[src/logic/rv_params.svh]
`ifndef RV_PARAMS_SVH
`define RV_PARAMS_SVH

// data path and address width
`define XLEN 32

// architectural register file
`define NUM_REGS 32
`define REG_ADDR_W 5

// pc step between sequential instructions
`define INSTR_BYTES 4

// address of the first fetch out of reset
`define RESET_PC 32'h0000_0000

`endif
[src/logic/rv_pkg.sv]
`default_nettype none

package rv_pkg;

	// major opcodes handled by this core
	typedef enum logic [6:0] {
		OP     = 7'b0110011,
		OP_IMM = 7'b0010011,
		LUI    = 7'b0110111,
		JAL    = 7'b1101111,
		LOAD   = 7'b0000011,
		STORE  = 7'b0100011
	} opcode_e;

	// operations of the execute ALU
	typedef enum logic [3:0] {
		ALU_ADD    = 4'd0,
		ALU_SUB    = 4'd1,
		ALU_XOR    = 4'd2,
		ALU_OR     = 4'd3,
		ALU_AND    = 4'd4,
		ALU_SLL    = 4'd5,
		ALU_SRL    = 4'd6,
		ALU_SRA    = 4'd7,
		ALU_SLT    = 4'd8,
		ALU_SLTU   = 4'd9,
		// operand b straight through, used by lui
		ALU_PASS_B = 4'd10
	} alu_op_e;

endpackage

`default_nettype wire

[src/logic/cpu_top.sv]
`timescale 1ns/100ps
`default_nettype none

`include "rv_params.svh"

module cpu_top
	import rv_pkg::*;
(
	input wire clk,
	input wire reset,
	output logic [`XLEN-1:0] o_pc_addr,
	output logic o_pc_rd,
	input wire [`XLEN-1:0] i_pc_rddata,
	output logic [`XLEN-1:0] o_ldst_addr,
	output logic o_ldst_rd,
	output logic o_ldst_wr,
	input wire [`XLEN-1:0] i_ldst_rddata,
	output logic [`XLEN-1:0] o_ldst_wrdata,
	output logic [`XLEN-1:0] o_tb_regs [0:`NUM_REGS-1]
);

	// fetch to decode
	logic fetch_valid;
	logic [`XLEN-1:0] fetch_pc;

	// decode to execute
	logic dec_valid;
	logic [`XLEN-1:0] dec_pc;
	opcode_e dec_opcode;
	alu_op_e dec_alu_op;
	logic dec_use_imm;
	logic [`XLEN-1:0] dec_imm;
	logic [`REG_ADDR_W-1:0] dec_rs1;
	logic [`REG_ADDR_W-1:0] dec_rs2;
	logic [`REG_ADDR_W-1:0] dec_rd;

	// jal redirect
	logic redirect;
	logic [`XLEN-1:0] target;

	// register file reads
	logic [`REG_ADDR_W-1:0] rs1_idx;
	logic [`REG_ADDR_W-1:0] rs2_idx;
	logic [`XLEN-1:0] rs1_data;
	logic [`XLEN-1:0] rs2_data;

	// execute to result
	logic wb_valid;
	logic [`REG_ADDR_W-1:0] wb_rd;
	logic wb_is_load;
	logic [`XLEN-1:0] wb_result;

	fetch_unit u_fetch (
		.clk(clk),
		.reset(reset),
		.i_redirect(redirect),
		.i_target(target),
		.o_pc_addr(o_pc_addr),
		.o_pc_rd(o_pc_rd),
		.o_fetch_valid(fetch_valid),
		.o_fetch_pc(fetch_pc)
	);

	decode_stage u_decode (
		.clk(clk),
		.reset(reset),
		.i_fetch_valid(fetch_valid),
		.i_fetch_pc(fetch_pc),
		.i_instr(i_pc_rddata),
		.i_redirect(redirect),
		.o_valid(dec_valid),
		.o_pc(dec_pc),
		.o_opcode(dec_opcode),
		.o_alu_op(dec_alu_op),
		.o_use_imm(dec_use_imm),
		.o_imm(dec_imm),
		.o_rs1(dec_rs1),
		.o_rs2(dec_rs2),
		.o_rd(dec_rd)
	);

	execute_stage u_execute (
		.clk(clk),
		.reset(reset),
		.i_valid(dec_valid),
		.i_pc(dec_pc),
		.i_opcode(dec_opcode),
		.i_alu_op(dec_alu_op),
		.i_use_imm(dec_use_imm),
		.i_imm(dec_imm),
		.i_rs1(dec_rs1),
		.i_rs2(dec_rs2),
		.i_rd(dec_rd),
		.i_rs1_data(rs1_data),
		.i_rs2_data(rs2_data),
		.o_rs1_idx(rs1_idx),
		.o_rs2_idx(rs2_idx),
		.o_redirect(redirect),
		.o_target(target),
		.o_ldst_addr(o_ldst_addr),
		.o_ldst_rd(o_ldst_rd),
		.o_ldst_wr(o_ldst_wr),
		.o_ldst_wrdata(o_ldst_wrdata),
		.o_wb_valid(wb_valid),
		.o_wb_rd(wb_rd),
		.o_wb_is_load(wb_is_load),
		.o_wb_result(wb_result)
	);

	result_stage u_result (
		.clk(clk),
		.reset(reset),
		.i_wb_valid(wb_valid),
		.i_wb_rd(wb_rd),
		.i_wb_is_load(wb_is_load),
		.i_wb_result(wb_result),
		.i_ldst_rddata(i_ldst_rddata),
		.i_rs1_idx(rs1_idx),
		.i_rs2_idx(rs2_idx),
		.o_rs1_data(rs1_data),
		.o_rs2_data(rs2_data),
		.o_regs(o_tb_regs)
	);

endmodule

`default_nettype wire

[src/logic/result_stage.sv]
`timescale 1ns/100ps
`default_nettype none

`include "rv_params.svh"

module result_stage (
	input wire clk,
	input wire reset,
	input wire i_wb_valid,
	input wire [`REG_ADDR_W-1:0] i_wb_rd,
	input wire i_wb_is_load,
	input wire [`XLEN-1:0] i_wb_result,
	input wire [`XLEN-1:0] i_ldst_rddata,
	input wire [`REG_ADDR_W-1:0] i_rs1_idx,
	input wire [`REG_ADDR_W-1:0] i_rs2_idx,
	output logic [`XLEN-1:0] o_rs1_data,
	output logic [`XLEN-1:0] o_rs2_data,
	output logic [`XLEN-1:0] o_regs [0:`NUM_REGS-1]
);

	logic [`XLEN-1:0] regs [0:`NUM_REGS-1];
	logic [`XLEN-1:0] wr_data;

	// load word comes straight off the data port
	assign wr_data = i_wb_is_load ? i_ldst_rddata : i_wb_result;

	always_ff @(posedge clk) begin
		if (reset) begin
			for (int i = 0; i < `NUM_REGS; i++) begin
				regs[i] <= '0;
			end
		end else if (i_wb_valid && i_wb_rd != '0) begin
			regs[i_wb_rd] <= wr_data;
		end
	end

	// x0 reads as zero
	assign o_rs1_data = (i_rs1_idx == '0) ? '0 : regs[i_rs1_idx];
	assign o_rs2_data = (i_rs2_idx == '0) ? '0 : regs[i_rs2_idx];

	assign o_regs = regs;

endmodule

`default_nettype wire

[src/logic/execute_stage.sv]
`timescale 1ns/100ps
`default_nettype none

`include "rv_params.svh"

module execute_stage
	import rv_pkg::*;
(
	input wire clk,
	input wire reset,
	input wire i_valid,
	input wire [`XLEN-1:0] i_pc,
	input wire opcode_e i_opcode,
	input wire alu_op_e i_alu_op,
	input wire i_use_imm,
	input wire [`XLEN-1:0] i_imm,
	input wire [`REG_ADDR_W-1:0] i_rs1,
	input wire [`REG_ADDR_W-1:0] i_rs2,
	input wire [`REG_ADDR_W-1:0] i_rd,
	input wire [`XLEN-1:0] i_rs1_data,
	input wire [`XLEN-1:0] i_rs2_data,
	output logic [`REG_ADDR_W-1:0] o_rs1_idx,
	output logic [`REG_ADDR_W-1:0] o_rs2_idx,
	output logic o_redirect,
	output logic [`XLEN-1:0] o_target,
	output logic [`XLEN-1:0] o_ldst_addr,
	output logic o_ldst_rd,
	output logic o_ldst_wr,
	output logic [`XLEN-1:0] o_ldst_wrdata,
	output logic o_wb_valid,
	output logic [`REG_ADDR_W-1:0] o_wb_rd,
	output logic o_wb_is_load,
	output logic [`XLEN-1:0] o_wb_result
);

	localparam int SHAMT_W = $clog2(`XLEN);

	logic fwd_ok;
	logic [`XLEN-1:0] src_a;
	logic [`XLEN-1:0] src_b;
	logic [`XLEN-1:0] op_b;
	logic [SHAMT_W-1:0] shamt;
	logic [`XLEN-1:0] alu_out;
	logic [`XLEN-1:0] link;
	logic writes_rd;

	assign o_rs1_idx = i_rs1;
	assign o_rs2_idx = i_rs2;

	// previous result is not yet in the register file
	// load data arrives too late to forward
	assign fwd_ok = o_wb_valid && !o_wb_is_load && (o_wb_rd != '0);
	assign src_a = (fwd_ok && o_wb_rd == i_rs1) ? o_wb_result : i_rs1_data;
	assign src_b = (fwd_ok && o_wb_rd == i_rs2) ? o_wb_result : i_rs2_data;

	assign op_b = i_use_imm ? i_imm : src_b;
	assign shamt = op_b[SHAMT_W-1:0];

	always_comb begin
		case (i_alu_op)
			ALU_ADD: alu_out = src_a + op_b;
			ALU_SUB: alu_out = src_a - op_b;
			ALU_XOR: alu_out = src_a ^ op_b;
			ALU_OR: alu_out = src_a | op_b;
			ALU_AND: alu_out = src_a & op_b;
			ALU_SLL: alu_out = src_a << shamt;
			ALU_SRL: alu_out = src_a >> shamt;
			ALU_SRA: alu_out = $signed(src_a) >>> shamt;
			ALU_SLT: alu_out = {{(`XLEN-1){1'b0}}, $signed(src_a) < $signed(op_b)};
			ALU_SLTU: alu_out = {{(`XLEN-1){1'b0}}, src_a < op_b};
			ALU_PASS_B: alu_out = op_b;
			default: alu_out = src_a + op_b;
		endcase
	end

	// jal link and target
	assign link = i_pc + `INSTR_BYTES;
	assign o_target = i_pc + i_imm;
	assign o_redirect = i_valid && (i_opcode == JAL);

	// load and store address comes from the adder path
	assign o_ldst_addr = alu_out;
	assign o_ldst_wrdata = src_b;
	assign o_ldst_rd = i_valid && (i_opcode == LOAD);
	assign o_ldst_wr = i_valid && (i_opcode == STORE);

	always_comb begin
		case (i_opcode)
			OP, OP_IMM, LUI, JAL, LOAD: writes_rd = i_valid;
			default: writes_rd = 1'b0;
		endcase
	end

	always_ff @(posedge clk) begin
		if (reset) begin
			o_wb_valid <= 1'b0;
		end else begin
			o_wb_valid <= writes_rd;
		end
	end

	// write-back record
	always_ff @(posedge clk) begin
		o_wb_rd <= i_rd;
		o_wb_is_load <= (i_opcode == LOAD);
		o_wb_result <= (i_opcode == JAL) ? link : alu_out;
	end

endmodule

`default_nettype wire

[src/logic/decode_stage.sv]
`timescale 1ns/100ps
`default_nettype none

`include "rv_params.svh"

module decode_stage
	import rv_pkg::*;
(
	input wire clk,
	input wire reset,
	input wire i_fetch_valid,
	input wire [`XLEN-1:0] i_fetch_pc,
	input wire [`XLEN-1:0] i_instr,
	input wire i_redirect,
	output logic o_valid,
	output logic [`XLEN-1:0] o_pc,
	output opcode_e o_opcode,
	output alu_op_e o_alu_op,
	output logic o_use_imm,
	output logic [`XLEN-1:0] o_imm,
	output logic [`REG_ADDR_W-1:0] o_rs1,
	output logic [`REG_ADDR_W-1:0] o_rs2,
	output logic [`REG_ADDR_W-1:0] o_rd
);

	logic [6:0] opc_bits;
	logic [2:0] funct3;
	logic alt_bit;
	logic known;
	logic use_imm;
	alu_op_e arith_op;
	alu_op_e alu_op;
	logic [`XLEN-1:0] imm;
	logic [`XLEN-1:0] imm_i;
	logic [`XLEN-1:0] imm_s;
	logic [`XLEN-1:0] imm_u;
	logic [`XLEN-1:0] imm_j;

	assign opc_bits = i_instr[6:0];
	assign funct3 = i_instr[14:12];
	// funct7 bit 5 selects sub and sra
	assign alt_bit = i_instr[30];

	// immediate formats
	assign imm_i = {{20{i_instr[31]}}, i_instr[31:20]};
	assign imm_s = {{20{i_instr[31]}}, i_instr[31:25], i_instr[11:7]};
	assign imm_u = {i_instr[31:12], 12'b0};
	assign imm_j = {{12{i_instr[31]}}, i_instr[19:12], i_instr[20], i_instr[30:21], 1'b0};

	// shared funct3 map for OP and OP_IMM
	always_comb begin
		case (funct3)
			3'b000: arith_op = (opc_bits == OP && alt_bit) ? ALU_SUB : ALU_ADD;
			3'b001: arith_op = ALU_SLL;
			3'b010: arith_op = ALU_SLT;
			3'b011: arith_op = ALU_SLTU;
			3'b100: arith_op = ALU_XOR;
			3'b101: arith_op = alt_bit ? ALU_SRA : ALU_SRL;
			3'b110: arith_op = ALU_OR;
			default: arith_op = ALU_AND;
		endcase
	end

	always_comb begin
		known = 1'b1;
		use_imm = 1'b1;
		imm = imm_i;
		alu_op = ALU_ADD;
		case (opc_bits)
			OP: begin
				use_imm = 1'b0;
				alu_op = arith_op;
			end
			OP_IMM: alu_op = arith_op;
			LUI: begin
				imm = imm_u;
				alu_op = ALU_PASS_B;
			end
			JAL: imm = imm_j;
			LOAD: imm = imm_i;
			STORE: imm = imm_s;
			default: known = 1'b0;
		endcase
	end

	always_ff @(posedge clk) begin
		if (reset) begin
			o_valid <= 1'b0;
		end else begin
			// younger slot behind a jal is dropped
			o_valid <= i_fetch_valid && known && !i_redirect;
		end
	end

	always_ff @(posedge clk) begin
		o_pc <= i_fetch_pc;
		o_opcode <= opcode_e'(opc_bits);
		o_alu_op <= alu_op;
		o_use_imm <= use_imm;
		o_imm <= imm;
		o_rs1 <= i_instr[19:15];
		o_rs2 <= i_instr[24:20];
		o_rd <= i_instr[11:7];
	end

endmodule

`default_nettype wire

[src/logic/fetch_unit.sv]
`timescale 1ns/100ps
`default_nettype none

`include "rv_params.svh"

module fetch_unit (
	input wire clk,
	input wire reset,
	input wire i_redirect,
	input wire [`XLEN-1:0] i_target,
	output logic [`XLEN-1:0] o_pc_addr,
	output logic o_pc_rd,
	output logic o_fetch_valid,
	output logic [`XLEN-1:0] o_fetch_pc
);

	logic [`XLEN-1:0] pc;
	logic pc_rd;

	assign o_pc_addr = pc;
	assign o_pc_rd = pc_rd;

	always_ff @(posedge clk) begin
		if (reset) begin
			pc <= `RESET_PC;
			pc_rd <= 1'b0;
			o_fetch_valid <= 1'b0;
		end else begin
			pc_rd <= 1'b1;
			// jal target wins over the sequential step
			if (i_redirect) begin
				pc <= i_target;
			end else if (pc_rd) begin
				pc <= pc + `INSTR_BYTES;
			end
			// word in flight during a redirect is a squashed slot
			o_fetch_valid <= pc_rd && !i_redirect;
		end
	end

	// pc of the word the memory returns next cycle
	always_ff @(posedge clk) begin
		o_fetch_pc <= pc;
	end

endmodule

`default_nettype wire

[config.mk]
export PLATFORM = sky130hd
export DESIGN_NAME = cpu_top
export DESIGN_NICKNAME = d
export VERILOG_FILES = /design/src/logic/rv_pkg.sv /design/src/logic/cpu_top.sv /design/src/logic/result_stage.sv /design/src/logic/execute_stage.sv /design/src/logic/decode_stage.sv /design/src/logic/fetch_unit.sv
export VERILOG_INCLUDE_DIRS = /design/src /design/src/logic
export SDC_FILE = /design/constraint.sdc
export NUM_CORES = 2
export LEC_CHECK = 0
export BUFFER_PORTS_ARGS = -buffer_cell sky130_fd_sc_hd__clkbuf_2
export CAP_MARGIN = 40
export CORE_AREA = 3 3 456 458
export DETAILED_ROUTE_END_ITERATION = 7
export DIE_AREA = 0 0 459 461
export PLACE_DENSITY_LB_ADDON = 0.15
export SLEW_MARGIN = 0
export SYNTH_ARGS = -nofsm -noshare
export SYNTH_HDL_FRONTEND = slang
export SYNTH_SLANG_ARGS = --single-unit
export TNS_END_PERCENT = 5
[constraint.sdc]
create_clock -name clk -period 6.3 [get_ports clk]
set_input_delay 0.63 -clock clk [delete_from_list [all_inputs] [get_ports clk]]
set_output_delay 0.63 -clock clk [all_outputs]
set_load 0.03 [all_outputs]
==> impl_metrics.json <==
{
  "outcome": "finished with violations",
  "violations": "setup timing",
  "path_class": "flop to output pin",
  "worst_setup_path_start_kind": "flop",
  "p_clk_share_pct": 44.0,
  "drt_iter0_markers": 9134,
  "fmax_mhz": 139,
  "drc": 0,
  "synth_area_um2": 67700,
  "powerDensity_nw_per_um2": 222,
  "p_leak_nw": 37.4,
  "hold_end": "u_decode.o_opcode[5]",
  "drive_gt1_share_pct": 41.2,
  "dp_hpwl_um": 350000,
  "crit_top_cell": "buf_4",
  "p_sw_mw": 6.43,
  "min_from": "i_pc_rddata[5]",
  "r2r_cells": 24,
  "cts_buffer_depth": 3,
  "port_buffers": 1188,
  "cp-end-kind": "output pin",
  "synthTopCellsByArea": "dfxtp_1 (36%), mux4_2 (16%), a211oi_1 (11%), nor2_1 (6.7%), mux2i_1 (4.2%)",
  "cts_tree": "yes",
  "min_period_ns": 7.17,
  "clkLatencyLatePin_ns": 0.85,
  "io_pins": 1189,
  "antenna_found_initial": 33,
  "synth_area_per_cell_um2": 9.69,
  "overflow": 0,
  "seq_power_share_pct": 38.1,
  "ys_types": 95,
  "layout_common_cells": "dfxtp_1 (1,210), buf_4 (1,202), nor2_1 (1,168)",
  "coreArea_um2": 204000,
  "drv_slew": 0,
  "start_util_pct": 33.1,
  "grt_max_degree": 199,
  "syn_to_final_growth_pct": 39.1,
  "place.gp.congestion": 1.01,
  "grt_pass1_wl_um": 600000,
  "drt_pass1_iterations": 6,
  "hold_viol": 0,
  "htreeDepth": 4,
  "setup_ws_ns": -0.875,
  "slowest_delay_ns": 0.56,
  "clk_pin_slew_ns": 0.06,
  "yosys.area.top_type_share_pct": 36.1,
  "layout_commonest_cell": "dfxtp_1",
  "vias": 73000,
  "ys_warn_count": 0,
  "crit_fanout": 19,
  "synth_edf_count": 0,
  "cts_buffers": 149,
  "synth_top_cell_by_area": "dfxtp_1",
  "num_rows": 166,
  "fin_skew_ns": 0.0598,
  "synth.net_count": 7188,
  "die_w_um": 459,
  "r2r-end": "u_execute.o_wb_result[31]",
  "vias_per_cell": 6.19,
  "peakVddDrop_mv": 0.305,
  "slowest_stage": "mux4_2",
  "drv_cap": 0,
  "wl_per_cell_um": 38.3,
  "ant_nets": 0,
  "pre_cts_ws_ns": -1.07,
  "root_buffer": "clkbuf_16",
  "syn_inst": 6989,
  "die_y_um": 461,
  "max-slew-margin-rel_pct": 17.3,
  "hold_depth": 1,
  "r2r-start": "u_decode.o_rs2[1]",
  "grt_pass1_vias": 67200,
  "ys_async_sr_fraction_pct": 0,
  "synthFlopType": "dfxtp_1",
  "nets": 9161,
  "power_frac_comb_pct": 18.0,
  "swShare_pct": 30.8,
  "fin_total_pwr_mw": 20.9,
  "reg2reg_slack_ns": 0.09,
  "tightest_slew_ns": 1.24,
  "required_ns": 5.67,
  "crit_buf_inv": 8,
  "seq_area_frac_synth_pct": 36.1,
  "setup_violations": 31,
  "worstPathArrival_ns": 6.54,
  "rsz0062_at_grt": "yes",
  "track_usage_pct": 40.8,
  "cp_top_family": "compound AO/OA/AOI/OAI gates",
  "worst_hold_path_type": "input port to flop",
  "p_int_mw": 14.5,
  "die-area_um2": 212000,
  "ys_ff_latch": 1221,
  "cts_sinks": 1221,
  "wirelength_um": 451000,
  "min_period_over_period_pct": 114
}
[power groups by stage]
stage,Combinational (mW),Clock (mW),Sequential [mW]
finish,3.75,9.19,7.95
global route,3.84,9.53,7.95
CTS,3.55,9.26,7.94
detailed placement,3.30,0,8.11
global placement,3.28,0,8.12
floorplan,1.64,0,8.00
[per-layer routing]
metal | vias to the layer above | global-route usage (%) | wire length, um
met2 | 4741 | 59.9 | 189000
met5 | - | 0 | 108
met1 | 36700 | 52.3 | 177000
li1 | 30600 | - | -
met3 | 971 | 12.8 | 50300
met4 | 16 | 24.3 | 34500
[synthesized netlist by cell type, drive strengths merged (8+ instances only)]
library cell,n
o21ai,187
a221oi,50
and3,25
and2,21
xor2,47
or3b,8
or3,33
buf,165
dfxtp,1221
mux4,488
mux2,75
o41a,9
a2111oi,44
o21a,9
o221ai,50
inv,110
nand2b,26
o211ai,32
o41ai,27
o31ai,11
a221o,15
a31oi,23
nand4,49
a211o,10
nor2b,56
a22oi,17
mux2i,289
a21o,58
nor2,1216
nand3,117
a211oi,1033
nor4,10
a21oi,145
o22ai,83
ha,130
or2,11
clkbuf,583
o21bai,39
nand2,213
xnor2,56
nand3b,11
nor3,37
a22o,42
[flip-flops by register name (all words and copies together), names as in the netlist]
name,flops
u_fetch.o_pc_addr,32
u_result.o_regs,1024
u_decode.o_pc,32
u_decode.o_opcode,7
u_decode.o_valid,1
u_decode.o_rd,5
u_execute.o_wb_result,32
u_decode.o_rs2,5
u_decode.o_rs1,5
u_execute.o_wb_valid,1
u_execute.o_wb_is_load,1
u_decode.o_use_imm,1
u_fetch.o_fetch_pc,32
u_decode.o_imm,32
u_decode.o_alu_op,4
u_fetch.o_pc_rd,1
u_fetch.o_fetch_valid,1
u_execute.o_wb_rd,5
[stage by stage]
stage	cells	util [%]	instance area, um^2	setup TNS (ns)	hold slack (ns)
finish	11800	46.1	94200	-17.61	0.0648
global route	11800	46.1	94200	-22.36	0.0225
CTS	11700	45.5	93000	-17.03	0.00819
detailed placement	11400	41.7	85100	-13.73	0.312
global placement	11300	41.4	84700	-13.44	0.312
floorplan	6989	-	68100	-0.0440	0.310
[how the worst max path moves through the flow]
stage,depth (start not counted),slack (ns),startpoint,end
3_3_place_gp,24,-1.17,u_decode.o_rs1[1],o_ldst_addr[31]
4_1_cts,23,-0.85,u_decode.o_rs2[0],o_ldst_addr[31]
2_1_floorplan,26,-0.01,u_decode.o_rs2[0],o_ldst_addr[31]
3_5_place_dp,24,-1.07,u_decode.o_rs2[0],o_ldst_addr[31]
6_report,25,-0.87,u_decode.o_rs2[1],o_ldst_addr[18]
5_1_grt,22,-0.98,u_decode.o_rs2[1],o_ldst_addr[31]
[final cells by class]
| class | instances | area [um^2] |
|---|---|---|
| Timing Repair Buffer | 2570 | 18500 |
| Clock buffer | 216 | 4380 |
| Fill cell | 19600 | 110000 |
| Multi-Input combinational cell | 4907 | 42200 |
| Antenna cell | 13 | 32.5 |
| Tap cell | 2688 | 3360 |
| Sequential cell | 1221 | 24500 |
| Inverter | 113 | 435 |
| Clock inverter | 53 | 786 |
[repair_timing]
item | in CTS | in global routing
endpoints found under the setup margin | 45 | 36
buffers inserted | 75 | 55
cloned | 9 | 4
pin swaps | 73 | 72
gates resized for setup | 326 | 138
hold buffers | 7 | 0
hold endpoints to repair | 7 | 0
[kinds of logic after synthesis]
group	Yosys count	synth area share, %
fa+ha+maj	133	2.49
simple gates	1858	11.8
mux	852	21.8
flops	1221	36.1
compound gates	1961	21.2
buf+inv	861	5.33
xor+xnor	103	1.33
Note: power is estimated with default switching activity, not from simulation.
